--- config.mk ---
export PLATFORM = sky130hd
export DESIGN_NAME = sd_cmd_top
export DESIGN_NICKNAME = d
export VERILOG_FILES = /design/src/sd_cmd_pkg.sv /design/src/cmd_crc7.sv /design/src/cmd_response_rx.sv /design/src/cmd_physical.sv /design/src/cmd_master.sv /design/src/sd_cmd_top.sv
export SDC_FILE = /design/constraint.sdc
export NUM_CORES = 1
export LEC_CHECK = 0
export BUFFER_PORTS_ARGS = -buffer_cell sky130_fd_sc_hd__clkbuf_2
export CORE_MARGIN = 2
export CORE_UTILIZATION = 54
export CTS_BUF_LIST = sky130_fd_sc_hd__clkbuf_4
export CTS_CLUSTER_DIAMETER = 60
export DETAILED_ROUTE_END_ITERATION = 10
export PLACE_DENSITY = 0.76
export REMOVE_ABC_BUFFERS = 1
export SYNTH_ARGS = -nofsm -noshare
export SYNTH_HDL_FRONTEND = slang
export SYNTH_SLANG_ARGS = --single-unit
--- constraint.sdc ---
create_clock -name CLK_host -period 3.7 [get_ports CLK_host]
set_input_delay 0.185 -clock CLK_host [delete_from_list [all_inputs] [get_ports CLK_host]]
set_output_delay 0.185 -clock CLK_host [all_outputs]
set_load 0.02 [all_outputs]
--- src/sd_cmd_pkg.sv ---
/* Frame constants, field positions and state encodings of the SD command path.
   RTL and testbench reference these by scoped name */
package sd_cmd_pkg;

	// Command and response frames are both 48 bits
	localparam int FRAME_BITS = 48;
	localparam int CMD_WORD_BITS = 38;

	// Start, direction, index and argument come ahead of the CRC
	localparam int HDR_BITS = 40;
	localparam int CRC_BITS = 7;

	// Fields of the index plus argument word
	localparam int IDX_MSB = 37;
	localparam int IDX_LSB = 32;
	localparam int ARG_MSB = 31;
	localparam int ARG_LSB = 0;

	// Word sits above the CRC and end bit inside a frame
	localparam int WORD_OFS = 8;
	localparam int STATUS_MSB = ARG_MSB + WORD_OFS;
	localparam int STATUS_LSB = ARG_LSB + WORD_OFS;

	typedef enum logic [1:0] {
		st_waiting_cmd,
		st_setup,
		st_waiting_response,
		st_finishing
	} master_state_e;

	typedef enum logic [2:0] {
		ph_idle,
		ph_ack,
		ph_send,
		ph_receive,
		ph_report
	} phy_state_e;

	typedef enum logic [1:0] {
		rx_idle,
		rx_hunt,
		rx_shift,
		rx_done
	} rx_state_e;

endpackage

--- src/cmd_crc7.sv ---
/* Serial CRC7 (x^7 + x^3 + 1) over outgoing command bits, MSB first.
   Cleared before each frame and advanced once per transmitted bit */
`timescale 1ns/10ps

module cmd_crc7 (
	input  logic                            rst,
	input  logic                            CLK_host,
	input  logic                            clear,
	input  logic                            bit_en,
	input  logic                            data_bit,
	output logic [sd_cmd_pkg::CRC_BITS-1:0] crc
);

	logic feedback;

	assign feedback = data_bit ^ crc[sd_cmd_pkg::CRC_BITS-1];

	always_ff @(posedge CLK_host) begin
		if (rst || clear) begin
			crc <= '0;
		end else if (bit_en) begin
			// Taps at x^3 and x^0
			crc <= {crc[5:3], crc[2] ^ feedback, crc[1:0], feedback};
		end
	end

endmodule

--- src/cmd_response_rx.sv ---
/* Response receiver. Hunts for the card's start bit for up to TIMEOUT_BITS
   bit periods, then shifts in a 48-bit frame and holds it until the next start */
`timescale 1ns/10ps

module cmd_response_rx #(
	parameter int TIMEOUT_BITS = 64
) (
	input  logic                              rst,
	input  logic                              CLK_host,
	input  logic                              start,
	input  logic                              bit_en,
	input  logic                              cmd_in,
	input  logic                              abort,
	output logic                              done,
	output logic                              timeout,
	output logic [sd_cmd_pkg::FRAME_BITS-1:0] response
);

	localparam int WAIT_W = $clog2(TIMEOUT_BITS + 1);

	sd_cmd_pkg::rx_state_e state_q;
	logic [WAIT_W-1:0] wait_cnt;
	logic [5:0] bit_cnt;
	logic last_bit;
	logic expired;
	logic take_bit;

	assign last_bit = bit_cnt == 6'(sd_cmd_pkg::FRAME_BITS - 1);
	assign expired = wait_cnt == WAIT_W'(TIMEOUT_BITS - 1);

	// Both pulses fall on the bit_en that decides them
	assign done = state_q == sd_cmd_pkg::rx_shift && bit_en && last_bit;
	assign timeout = state_q == sd_cmd_pkg::rx_hunt && bit_en && cmd_in && expired;

	// Start bit is the first bit of the frame
	assign take_bit = bit_en && (state_q == sd_cmd_pkg::rx_shift ||
		(state_q == sd_cmd_pkg::rx_hunt && !cmd_in));

	always_ff @(posedge CLK_host) begin
		if (rst || abort) begin
			state_q <= sd_cmd_pkg::rx_idle;
		end else begin
			case (state_q)
				sd_cmd_pkg::rx_idle: begin
					if (start) begin
						state_q <= sd_cmd_pkg::rx_hunt;
					end
				end
				sd_cmd_pkg::rx_hunt: begin
					if (bit_en && !cmd_in) begin
						state_q <= sd_cmd_pkg::rx_shift;
					end else if (timeout) begin
						state_q <= sd_cmd_pkg::rx_idle;
					end
				end
				sd_cmd_pkg::rx_shift: begin
					if (done) begin
						state_q <= sd_cmd_pkg::rx_done;
					end
				end
				default: begin
					state_q <= sd_cmd_pkg::rx_idle;
				end
			endcase
		end
	end

	// bit_cnt starts at 1 since the start bit is taken during the hunt
	always_ff @(posedge CLK_host) begin
		if (rst || state_q == sd_cmd_pkg::rx_idle) begin
			wait_cnt <= '0;
			bit_cnt <= 6'd1;
		end else if (bit_en) begin
			if (state_q == sd_cmd_pkg::rx_hunt) begin
				wait_cnt <= wait_cnt + 1'b1;
			end
			if (state_q == sd_cmd_pkg::rx_shift) begin
				bit_cnt <= bit_cnt + 1'b1;
			end
		end
	end

	always_ff @(posedge CLK_host) begin
		if (take_bit) begin
			response <= {response[sd_cmd_pkg::FRAME_BITS-2:0], cmd_in};
		end
	end

endmodule

--- src/cmd_physical.sv ---
/* Command physical layer. Frames the 38-bit word with start, direction, CRC7
   and end bits, sends it on CMD at one bit per CLK_DIV cycles, then receives the reply */
`timescale 1ns/10ps

module cmd_physical #(
	parameter int CLK_DIV = 4,
	parameter int TIMEOUT_BITS = 64
) (
	input  logic                                 rst,
	input  logic                                 CLK_host,
	input  logic                                 cmd_enable,
	input  logic                                 REQ_out,
	input  logic                                 ACK_out,
	input  logic                                 cmd_in,
	input  logic [sd_cmd_pkg::CMD_WORD_BITS-1:0] cmd_to_physical,
	output logic                                 ACK_in,
	output logic                                 REQ_in,
	output logic                                 timeout_error_from_physical,
	output logic                                 physical_inactive,
	output logic                                 cmd_out,
	output logic                                 cmd_oe,
	output logic [sd_cmd_pkg::FRAME_BITS-1:0]    cmd_response
);

	localparam int DIV_W = (CLK_DIV > 1) ? $clog2(CLK_DIV) : 1;
	localparam int HDR = sd_cmd_pkg::HDR_BITS;

	sd_cmd_pkg::phy_state_e state_q;
	logic [DIV_W-1:0] div_cnt;
	logic bit_en;
	logic [5:0] bit_idx;
	logic [HDR-1:0] tx_hdr;
	logic [sd_cmd_pkg::CRC_BITS-1:0] crc;
	logic [2:0] crc_pos;
	logic crc_en;
	logic last_tx_bit;
	logic tx_bit;
	logic rx_start;
	logic rx_done;
	logic rx_timeout;

	assign physical_inactive = !cmd_enable;

	// Bit clock runs through send and receive without a restart
	assign bit_en = (state_q == sd_cmd_pkg::ph_send || state_q == sd_cmd_pkg::ph_receive) &&
		div_cnt == DIV_W'(CLK_DIV - 1);

	assign last_tx_bit = bit_idx == 6'(sd_cmd_pkg::FRAME_BITS - 1);
	assign rx_start = state_q == sd_cmd_pkg::ph_send && bit_en && last_tx_bit;
	assign crc_en = state_q == sd_cmd_pkg::ph_send && bit_en && bit_idx < 6'(HDR);

	// Frame bit 40 carries crc[6], bit 46 carries crc[0]
	assign crc_pos = 3'(6'(sd_cmd_pkg::FRAME_BITS - 2) - bit_idx);

	always_comb begin
		if (bit_idx < 6'(HDR)) begin
			tx_bit = tx_hdr[HDR-1];
		end else if (last_tx_bit) begin
			tx_bit = 1'b1;
		end else begin
			tx_bit = crc[crc_pos];
		end
	end

	assign ACK_in = state_q == sd_cmd_pkg::ph_ack;
	assign REQ_in = state_q == sd_cmd_pkg::ph_report;
	assign cmd_oe = state_q == sd_cmd_pkg::ph_send;
	assign cmd_out = cmd_oe ? tx_bit : 1'b1;
	assign timeout_error_from_physical = state_q == sd_cmd_pkg::ph_receive && rx_timeout;

	always_ff @(posedge CLK_host) begin
		if (rst || physical_inactive) begin
			state_q <= sd_cmd_pkg::ph_idle;
		end else begin
			case (state_q)
				sd_cmd_pkg::ph_idle: begin
					if (REQ_out) begin
						state_q <= sd_cmd_pkg::ph_ack;
					end
				end
				sd_cmd_pkg::ph_ack: begin
					state_q <= sd_cmd_pkg::ph_send;
				end
				sd_cmd_pkg::ph_send: begin
					if (rx_start) begin
						state_q <= sd_cmd_pkg::ph_receive;
					end
				end
				sd_cmd_pkg::ph_receive: begin
					if (rx_done) begin
						state_q <= sd_cmd_pkg::ph_report;
					end else if (rx_timeout) begin
						state_q <= sd_cmd_pkg::ph_idle;
					end
				end
				sd_cmd_pkg::ph_report: begin
					if (ACK_out) begin
						state_q <= sd_cmd_pkg::ph_idle;
					end
				end
				default: begin
					state_q <= sd_cmd_pkg::ph_idle;
				end
			endcase
		end
	end

	always_ff @(posedge CLK_host) begin
		if (rst || !(state_q == sd_cmd_pkg::ph_send || state_q == sd_cmd_pkg::ph_receive)) begin
			div_cnt <= '0;
		end else if (bit_en) begin
			div_cnt <= '0;
		end else begin
			div_cnt <= div_cnt + 1'b1;
		end
	end

	always_ff @(posedge CLK_host) begin
		if (rst || state_q == sd_cmd_pkg::ph_ack) begin
			bit_idx <= '0;
		end else if (state_q == sd_cmd_pkg::ph_send && bit_en) begin
			bit_idx <= bit_idx + 1'b1;
		end
	end

	// Header loads with start bit 0 and direction bit 1 ahead of the word
	always_ff @(posedge CLK_host) begin
		if (state_q == sd_cmd_pkg::ph_idle && REQ_out) begin
			tx_hdr <= {1'b0, 1'b1, cmd_to_physical};
		end else if (state_q == sd_cmd_pkg::ph_send && bit_en) begin
			tx_hdr <= {tx_hdr[HDR-2:0], 1'b0};
		end
	end

	cmd_crc7 u_crc7 (
		.rst      (rst),
		.CLK_host (CLK_host),
		.clear    (state_q == sd_cmd_pkg::ph_ack),
		.bit_en   (crc_en),
		.data_bit (tx_hdr[HDR-1]),
		.crc      (crc)
	);

	// Receiver holds the frame, which stays stable while REQ_in is high
	cmd_response_rx #(
		.TIMEOUT_BITS (TIMEOUT_BITS)
	) u_response_rx (
		.rst      (rst),
		.CLK_host (CLK_host),
		.start    (rx_start),
		.bit_en   (bit_en),
		.cmd_in   (cmd_in),
		.abort    (physical_inactive),
		.done     (rx_done),
		.timeout  (rx_timeout),
		.response (cmd_response)
	);

endmodule

--- src/cmd_master.sv ---
/* Host-side command sequencer. Passes index and argument to cmd_physical over
   REQ/ACK, then reports either the response status or a timeout */
`timescale 1ns/10ps

module cmd_master (
	input  logic                                 rst,
	input  logic                                 CLK_host,
	input  logic                                 new_cmd,
	input  logic                                 ACK_in,
	input  logic                                 REQ_in,
	input  logic                                 physical_inactive,
	input  logic [31:0]                          cmd_arg,
	input  logic [5:0]                           cmd_index,
	input  logic [sd_cmd_pkg::FRAME_BITS-1:0]    cmd_response,
	input  logic                                 timeout_error_from_physical,
	output logic                                 cmd_busy,
	output logic                                 cmd_complete,
	output logic                                 REQ_out,
	output logic                                 ACK_out,
	output logic                                 timeout_error,
	output logic [31:0]                          response_status,
	output logic [sd_cmd_pkg::CMD_WORD_BITS-1:0] cmd_to_physical
);

	sd_cmd_pkg::master_state_e state_q;
	sd_cmd_pkg::master_state_e state_d;

	// Outcome of the last command, held through st_finishing
	logic timed_out_q;
	logic [31:0] status_q;

	always_comb begin
		state_d = state_q;
		case (state_q)
			sd_cmd_pkg::st_waiting_cmd: begin
				if (new_cmd) begin
					state_d = sd_cmd_pkg::st_setup;
				end
			end
			sd_cmd_pkg::st_setup: begin
				if (ACK_in) begin
					state_d = sd_cmd_pkg::st_waiting_response;
				end
			end
			sd_cmd_pkg::st_waiting_response: begin
				if (REQ_in || timeout_error_from_physical) begin
					state_d = sd_cmd_pkg::st_finishing;
				end
			end
			default: begin
				state_d = sd_cmd_pkg::st_waiting_cmd;
			end
		endcase
	end

	always_ff @(posedge CLK_host) begin
		if (rst || physical_inactive) begin
			state_q <= sd_cmd_pkg::st_waiting_cmd;
		end else begin
			state_q <= state_d;
		end
	end

	// Word is captured once per command and held while REQ_out is up
	always_ff @(posedge CLK_host) begin
		if (state_q == sd_cmd_pkg::st_waiting_cmd && new_cmd) begin
			cmd_to_physical[sd_cmd_pkg::IDX_MSB:sd_cmd_pkg::IDX_LSB] <= cmd_index;
			cmd_to_physical[sd_cmd_pkg::ARG_MSB:sd_cmd_pkg::ARG_LSB] <= cmd_arg;
		end
	end

	// A response takes priority over a timeout in the same cycle
	always_ff @(posedge CLK_host) begin
		if (rst) begin
			timed_out_q <= 1'b0;
		end else if (state_q == sd_cmd_pkg::st_waiting_response) begin
			if (REQ_in) begin
				timed_out_q <= 1'b0;
			end else if (timeout_error_from_physical) begin
				timed_out_q <= 1'b1;
			end
		end
	end

	always_ff @(posedge CLK_host) begin
		if (state_q == sd_cmd_pkg::st_waiting_response) begin
			if (REQ_in) begin
				status_q <= cmd_response[sd_cmd_pkg::STATUS_MSB:sd_cmd_pkg::STATUS_LSB];
			end else if (timeout_error_from_physical) begin
				status_q <= '0;
			end
		end
	end

	assign cmd_busy = state_q != sd_cmd_pkg::st_waiting_cmd;
	assign REQ_out = state_q == sd_cmd_pkg::st_setup;
	assign ACK_out = state_q == sd_cmd_pkg::st_waiting_response && REQ_in;
	assign cmd_complete = state_q == sd_cmd_pkg::st_finishing && !timed_out_q;
	assign timeout_error = state_q == sd_cmd_pkg::st_finishing && timed_out_q;
	assign response_status = status_q;

endmodule

--- src/sd_cmd_top.sv ---
/* Top level of the SD command path. Joins cmd_master and cmd_physical
   and brings out the host interface and the CMD line pins */
`timescale 1ns/10ps

module sd_cmd_top #(
	parameter int CLK_DIV = 4,
	parameter int TIMEOUT_BITS = 64
) (
	input  logic        rst,
	input  logic        CLK_host,
	input  logic        cmd_enable,
	input  logic        new_cmd,
	input  logic        cmd_in,
	input  logic [5:0]  cmd_index,
	input  logic [31:0] cmd_arg,
	output logic        cmd_busy,
	output logic        cmd_complete,
	output logic        timeout_error,
	output logic        cmd_out,
	output logic        cmd_oe,
	output logic [31:0] response_status
);

	// Master to physical handshake
	logic REQ_out;
	logic ACK_out;
	logic ACK_in;
	logic REQ_in;
	logic timeout_error_from_physical;
	logic physical_inactive;
	logic [sd_cmd_pkg::CMD_WORD_BITS-1:0] cmd_to_physical;
	logic [sd_cmd_pkg::FRAME_BITS-1:0] cmd_response;

	cmd_master u_master (
		.rst                         (rst),
		.CLK_host                    (CLK_host),
		.new_cmd                     (new_cmd),
		.ACK_in                      (ACK_in),
		.REQ_in                      (REQ_in),
		.physical_inactive           (physical_inactive),
		.cmd_arg                     (cmd_arg),
		.cmd_index                   (cmd_index),
		.cmd_response                (cmd_response),
		.timeout_error_from_physical (timeout_error_from_physical),
		.cmd_busy                    (cmd_busy),
		.cmd_complete                (cmd_complete),
		.REQ_out                     (REQ_out),
		.ACK_out                     (ACK_out),
		.timeout_error               (timeout_error),
		.response_status             (response_status),
		.cmd_to_physical             (cmd_to_physical)
	);

	cmd_physical #(
		.CLK_DIV      (CLK_DIV),
		.TIMEOUT_BITS (TIMEOUT_BITS)
	) u_physical (
		.rst                         (rst),
		.CLK_host                    (CLK_host),
		.cmd_enable                  (cmd_enable),
		.REQ_out                     (REQ_out),
		.ACK_out                     (ACK_out),
		.cmd_in                      (cmd_in),
		.cmd_to_physical             (cmd_to_physical),
		.ACK_in                      (ACK_in),
		.REQ_in                      (REQ_in),
		.timeout_error_from_physical (timeout_error_from_physical),
		.physical_inactive           (physical_inactive),
		.cmd_out                     (cmd_out),
		.cmd_oe                      (cmd_oe),
		.cmd_response                (cmd_response)
	);

endmodule

* Word level (Yosys, flattened, before mapping)
Index checks and enable logic that the tools add are counted.
** Storage, ports and cells
- Bits in registers :: 186
- Output and inout port bits :: 37
- Logic and storage cells :: 114
** Cells by class
- Bitwise gates (word level) :: 2
- Reductions and logical operators :: 42
- Mux-type cells :: 26
- Equal/unequal tests :: 23
- Magnitude comparators :: 2
- Add/sub/neg operators :: 5
** Operators by type and width (number)
- $mux W38 :: 2
- $mux W32 :: 2
- $logic_and A1 B1 Y1 :: 18
- $mux W3 :: 5
- $pmux W3 S5 :: 1
- $mux W2 :: 7
- $add A6 B1 Y6 const B :: 2
- $eq A6 B6 Y1 const B :: 2
- $pmux W2 S3 :: 2
- $eq A2 B2 Y1 const B :: 4
- $ne A2 B1 Y1 const B :: 4
- $ne A2 B2 Y1 const B :: 4
- $add A7 B1 Y7 const B :: 1
- $eq A7 B6 Y1 const B :: 1
- $logic_or A1 B1 Y1 :: 7
- $eq A3 B2 Y1 const B :: 2
- $lt A6 B6 Y1 const B :: 1
- $mux W1 :: 6
- $ne A3 B1 Y1 const B :: 2
- $reduce_and A2 Y1 :: 3
- $reduce_and A3 Y1 :: 2
- $reduce_bool A2 Y1 :: 3
- $eq A2 B1 Y1 const B :: 2
- $logic_not A1 Y1 :: 4
- other kinds (11) :: 13

* Logic depth before layout (Yosys ltp)
- Depth in word-level cells :: 10
- Gate-level depth with buffers :: 8
- Depth with buffers taken out :: 7

* Modules after synthesis
Synthesis repeated with hierarchy kept, for this count alone.
** Second synthesis, totals
- Cells, all modules :: 472
- Area, all modules :: 7533.5 sq um
** By module, submodules not included
- cmd_master :: cells an instance 134, area each 2547.4 sq um, instances 1, sequential area each 2162.1 sq um
- cmd_physical :: cells an instance 172, area each 2489.9 sq um, instances 1, sequential area each 1401.3 sq um
- cmd_response_rx :: cells an instance 138, area each 2219.6 sq um, instances 1, sequential area each 1741.7 sq um
- cmd_crc7 :: cells an instance 28, area each 276.5 sq um, instances 1, sequential area each 140.1 sq um

* Least setup slack after synthesis
OpenSTA, ideal clock, no wires.
- Path type :: register -> register
- Start point :: register u_physical.div_cnt[0]
- End point :: register u_physical.u_response_rx.response[0] (netlist bit), enable pin
- Cell stages (with the launch flop) :: 5
- Path buffers :: 1
- Data arrival time :: 3.619 ns
- Slack :: -0.412 ns
- Path through :: dfxtp_1 > ha_1 > clkbuf_2 > nand3b_4 > o21ai_0
** On the way
- Cells in the longest elaborated chain, start to end :: 3
** RTL lines
- from (decl) :: line cmd_physical.sv:29 : logic [DIV_W-1:0] div_cnt;
- from (signal assigned) :: line cmd_physical.sv:114 : div_cnt <= div_cnt + 1'b1;
- $eq A2 B2 Y1 :: line cmd_physical.sv:46 : div_cnt == DIV_W'(CLK_DIV - 1);
- $logic_and A1 B1 Y1 :: line cmd_physical.sv:45 : assign bit_en = (state_q == sd_cmd_pkg::ph_send || state_q == sd_cmd_pkg::ph_receive) &&
- $logic_and A1 B1 Y1 :: line cmd_response_rx.sv:36 : assign take_bit = bit_en && (state_q == sd_cmd_pkg::rx_shift ||
- named net u_physical.u_response_rx.take_bit :: line cmd_response_rx.sv:26 : logic take_bit;
- to (signal assigned) :: line cmd_response_rx.sv:85 : response <= {response[sd_cmd_pkg::FRAME_BITS-2:0], cmd_in};
- to (decl) :: line cmd_response_rx.sv:16 : output logic [sd_cmd_pkg::FRAME_BITS-1:0] response
The timed path passes the listed nets, and every way through them passes these cells.
A chain may end at the register's enable or synchronous reset.

* Worst setup path after layout
- Start point :: register u_physical.state_q[2]
- End point :: register u_physical.tx_hdr[16], enable pin
** On the way
- Cells in the longest elaborated chain, start to end :: 5
- Elaborated cells between the ends (all ways) :: 8
- Those cells by class :: eq/ne (2); reduce/logical (6)
** RTL lines
- from (decl) :: line cmd_physical.sv:28 : sd_cmd_pkg::phy_state_e state_q;
- from (signal assigned) :: line cmd_physical.sv:73 : state_q <= sd_cmd_pkg::ph_idle;
- from (signal assigned) :: line cmd_physical.sv:78 : state_q <= sd_cmd_pkg::ph_ack;
- from (signal assigned) :: line cmd_physical.sv:82 : state_q <= sd_cmd_pkg::ph_send;
- $eq A3 B2 Y1, on equally long branches :: line cmd_physical.sv:45, cmd_physical.sv:130
- $logic_or A1 B1 Y1 :: line cmd_physical.sv:45
- $logic_and A1 B1 Y1 :: line cmd_physical.sv:45
- $logic_and A1 B1 Y1 :: line cmd_physical.sv:130 : end else if (state_q == sd_cmd_pkg::ph_send && bit_en) begin
- $reduce_bool A2 Y1 (no source line) *
- to (signal assigned) :: line cmd_physical.sv:129 : tx_hdr <= {1'b0, 1'b1, cmd_to_physical};
- to (signal assigned) :: line cmd_physical.sv:131 : tx_hdr <= {tx_hdr[HDR-2:0], 1'b0};
- to (decl) :: line cmd_physical.sv:32 : logic [HDR-1:0] tx_hdr;
Mark *: on every way between the ends. The rest lies on a longest branch, timed or not.

==> impl_results.md <==
- Status: finished clean
- Io pins: 80
- Sequential share of the synthesized area: 73.77%
- Max-cap viol count: 0
- WP data arrival: 2.96 ns
- Syn_area_per_cell: 15.37 sq um
- Number of global-route vias before repair: 4066
- Die ar.: 14000 sq um
- Deepest clock path buffer count: 2
- DR WL/cell: 15.36 um
- Unique cell type count in the Yosys netlist: 49
- Crit path launch type: flop
- Final GP Congestion: 0.8105
- Port Buf Inserts: 79
- Final Hold Viols: 0
- Placed inst area: 7636 sq um
- Flops & latches, synth: 186
- CORE AREA: 12670 sq um
- Core Util, Final: 66.28%
- Max-slew violation total from the final report: 0
- Required time of the critical path: 3.83 ns
- Initial Utilization: 55.68%
- Hold crit path type: in -> reg
- CTS tree: yes
- # DRC: 0
- H-tree levels: 4
- Min cycle time layout: 2.824 ns
- Layout cells sized above 1: 27.68%
- Slew of the pin with the lowest slew margin: 1.007 ns
- Antenna fix cells: 0
- Leakage: 2.988 nW
- Top FF cell, synth: edfxtp_1
- Initial DRC count: 324
- Post-synthesis cell count: 459
- RSZ-0062 raised after global routing: no
- GRT Util Overall: 18.37%
- Worst-path clk slew: 0.14 ns
- Routed WL: 11800 um
- Max Fclk: 354.1 MHz
- R2r worst-path depth: 5
- Post-synth EDFFs: 148
- Worst rel slew slack: 32.80%
- Chip Width: 118.3 um
- TritonCTS Sinks: 186
- Hold Path Depth: 3
- Final period util: 76.33%
- Worst Path Max Fanout: 41
- Synthesized area: 7056 sq um
- Setup slack, reg-to-reg: 0.88 ns
- Global-route wire length before repair: 20040 um
- Setup Viol. Count Final: 0
- Post-CTS Setup Bufs: 0
- Vias per std cell: 5.216
- Height of the die: 118.3 um
- Antenna violations before repair: 0
- Detailed Place HPWL: 7341 um
- Nature of the critical path endpoint: flop
- Via count: 4006
- Peak VDD IR: 278.6 uV
- Nets: 635
- Largest net degree at the start of global routing: 42
- Drt pass-1 iters: 5
- Fill cells: 895
- Clk root buf: clkbuf_4
- Synth warn: 0
- Clock Skew: 0.02038 ns
- Cell Pwr Density: 450.8 nW/um^2
- DRT antenna net count: 0
- Async SR Flop Fraction: 0%
- CTS Buf Count: 17
- Critical path class: reg -> reg
- Row cnt: 41
- Remaining global-route overflow: 0
- Clock Latency Late Sink: 0.56 ns
- Area delta synth->final: 19.03%
- Final instance area: 8398 sq um
-- per-stage QoR --
step                hold slack, ns  power, mW  setup WS [ns]  TNS (ns)  std cells
CTS                        0.07273      3.814         0.8589         0        768
finish                      0.1339      3.786         0.8759         0        768
global route                0.1040      3.917         0.5578         0        768
detailed placement          0.3636      2.514         0.8521         0        696
floorplan                   0.2578      2.455         -1.267    -83.35        440
global placement            0.3618      2.504         0.9635         0        696
-- cell usage in the layout, fill, tap and decap left out, types with 2 or more instances in the layout --
master / synthesis / layout
a21oi_1: 19 / 19
a31oi_1: 3 / 3
and2_1: 4 / 4
and3_1: 35 / 35
buf_4: 1 / 5
bufinv_16: 0 / 5
clkbuf_2: 1 / 79
clkbuf_4: 0 / 18
clkinv_4: 0 / 2
clkinvlp_4: 0 / 3
dfxtp_1: 38 / 38
dlygate4sd3_1: 0 / 41
edfxtp_1: 148 / 148
ha_1: 8 / 8
inv_1: 7 / 7
inv_6: 0 / 3
mux2_2: 37 / 37
nand2_1: 31 / 31
nand2b_1: 6 / 5
nand3_1: 9 / 9
nand3b_1: 2 / 2
nand4_1: 5 / 5
nor2_1: 21 / 21
nor2b_1: 4 / 3
nor3_1: 7 / 6
nor3b_1: 2 / 2
o211ai_1: 3 / 3
o21ai_0: 9 / 8
or2_2: 2 / 2
or3_1: 3 / 3
xnor2_1: 8 / 8
xor2_1: 9 / 9
-- report_power, final --
part	switching (mW)	total [mW]	internal, mW
registers	0.0197	2.33	2.31
logic	0.0849	0.176	0.0907
clock network	0.667	1.28	0.616
-- metal layers --
| metal | GRT usage (%) | up-vias | wire length (um) |
|---|---|---|---|
| li1 | - | 1958 | - |
| met1 | 23.99 | 1917 | 5139 |
| met2 | 29.44 | 112 | 5933 |
| met3 | 4.923 | 19 | 519 |
| met4 | 7.229 | 0 | 204 |
| met5 | 0 | - | 0 |
-- area by class of cell --
cell class              instances  area (sq um)  share of cell area, %
repair buffers                125         843.3                  10.04
clock buffers                  18         135.1                  1.609
inverters                       7         26.28                 0.3129
clock inverters                13         216.5                  2.577
flip-flops and latches        186          5205                  61.98
multi-input cells             247          1757                  20.92
well taps                     172         215.2                  2.563
-- cells by family (layout without fill, tap and decap cells) --
group	Yosys count	in the layout	synth area share (%)
XOR/XNOR	17	17	2.110
adder cells (fa/ha/maj)	8	8	1.419
flip-flops	186	186	73.77
AO/OA/AOI/OAI	44	44	3.777
buffers and inverters	26	163	1.631
AND/OR/NAND/NOR	139	139	10.92
multiplexers	39	39	6.366
-- sequential cells by signal, summed over array words and instances (netlist names) --
name and count:
u_physical.tx_hdr 40, u_physical.u_response_rx.response 40, u_master.cmd_to_physical 38, u_master.response_status 32
u_physical.u_crc7.crc 7, u_physical.u_response_rx.wait_cnt 7, u_physical.bit_idx 6, u_physical.u_response_rx.bit_cnt 6
u_physical.state_q 3, u_master.state_q 2, u_physical.div_cnt 2, u_physical.u_response_rx.state_q 2
u_master.timed_out_q 1
-- synth_stat cells (2+ instances only) --
cell / count / area, sq um
o211ai_1: 3 / 22.52
ha_1: 8 / 100.1
clkbuf_1: 12 / 45.04
nand3_1: 9 / 45.04
dfxtp_1: 38 / 760.7
o21ai_0: 9 / 45.04
nand3b_1: 2 / 15.01
or2_2: 2 / 12.51
xor2_1: 9 / 78.83
nand2b_1: 6 / 37.54
xnor2_1: 8 / 70.07
a31oi_1: 3 / 18.77
edfxtp_1: 148 / 4444
nor2_1: 21 / 78.83
nor2b_1: 4 / 25.02
nor3b_1: 2 / 15.01
and2_1: 4 / 25.02
nand4_1: 5 / 31.28
inv_1: 7 / 26.28
buf_2: 4 / 20.02
or3_1: 3 / 18.77
nor3_1: 7 / 35.03
nand2_1: 31 / 116.4
mux2_2: 37 / 416.7
and3_1: 35 / 219.0
a21oi_1: 19 / 95.09
-- worst paths after layout --
check,start,end
setup reg to reg,u_physical.state_q[2],u_physical.tx_hdr[16]
hold / removal,new_cmd,u_master.state_q[1]
hold reg to reg,u_physical.u_response_rx.response[7],u_physical.u_response_rx.response[8]
setup / recovery,u_physical.state_q[2],u_physical.tx_hdr[16]
-- worst max-delay path: stages (launching register included) --
cell	delay, ns
dfxtp_1	1.01
inv_1	0.20
nand2_1	0.16
nor3_2	0.05
buf_4	0.29
nand2b_2	0.68
-- timing repair --
item	4_1_cts	5_1_grt
resized for setup	0	0
hold endpoints to repair	46	0
setup endpoints to repair	0	0
hold buffers	41	0
(Power assumes the default switching activity.)
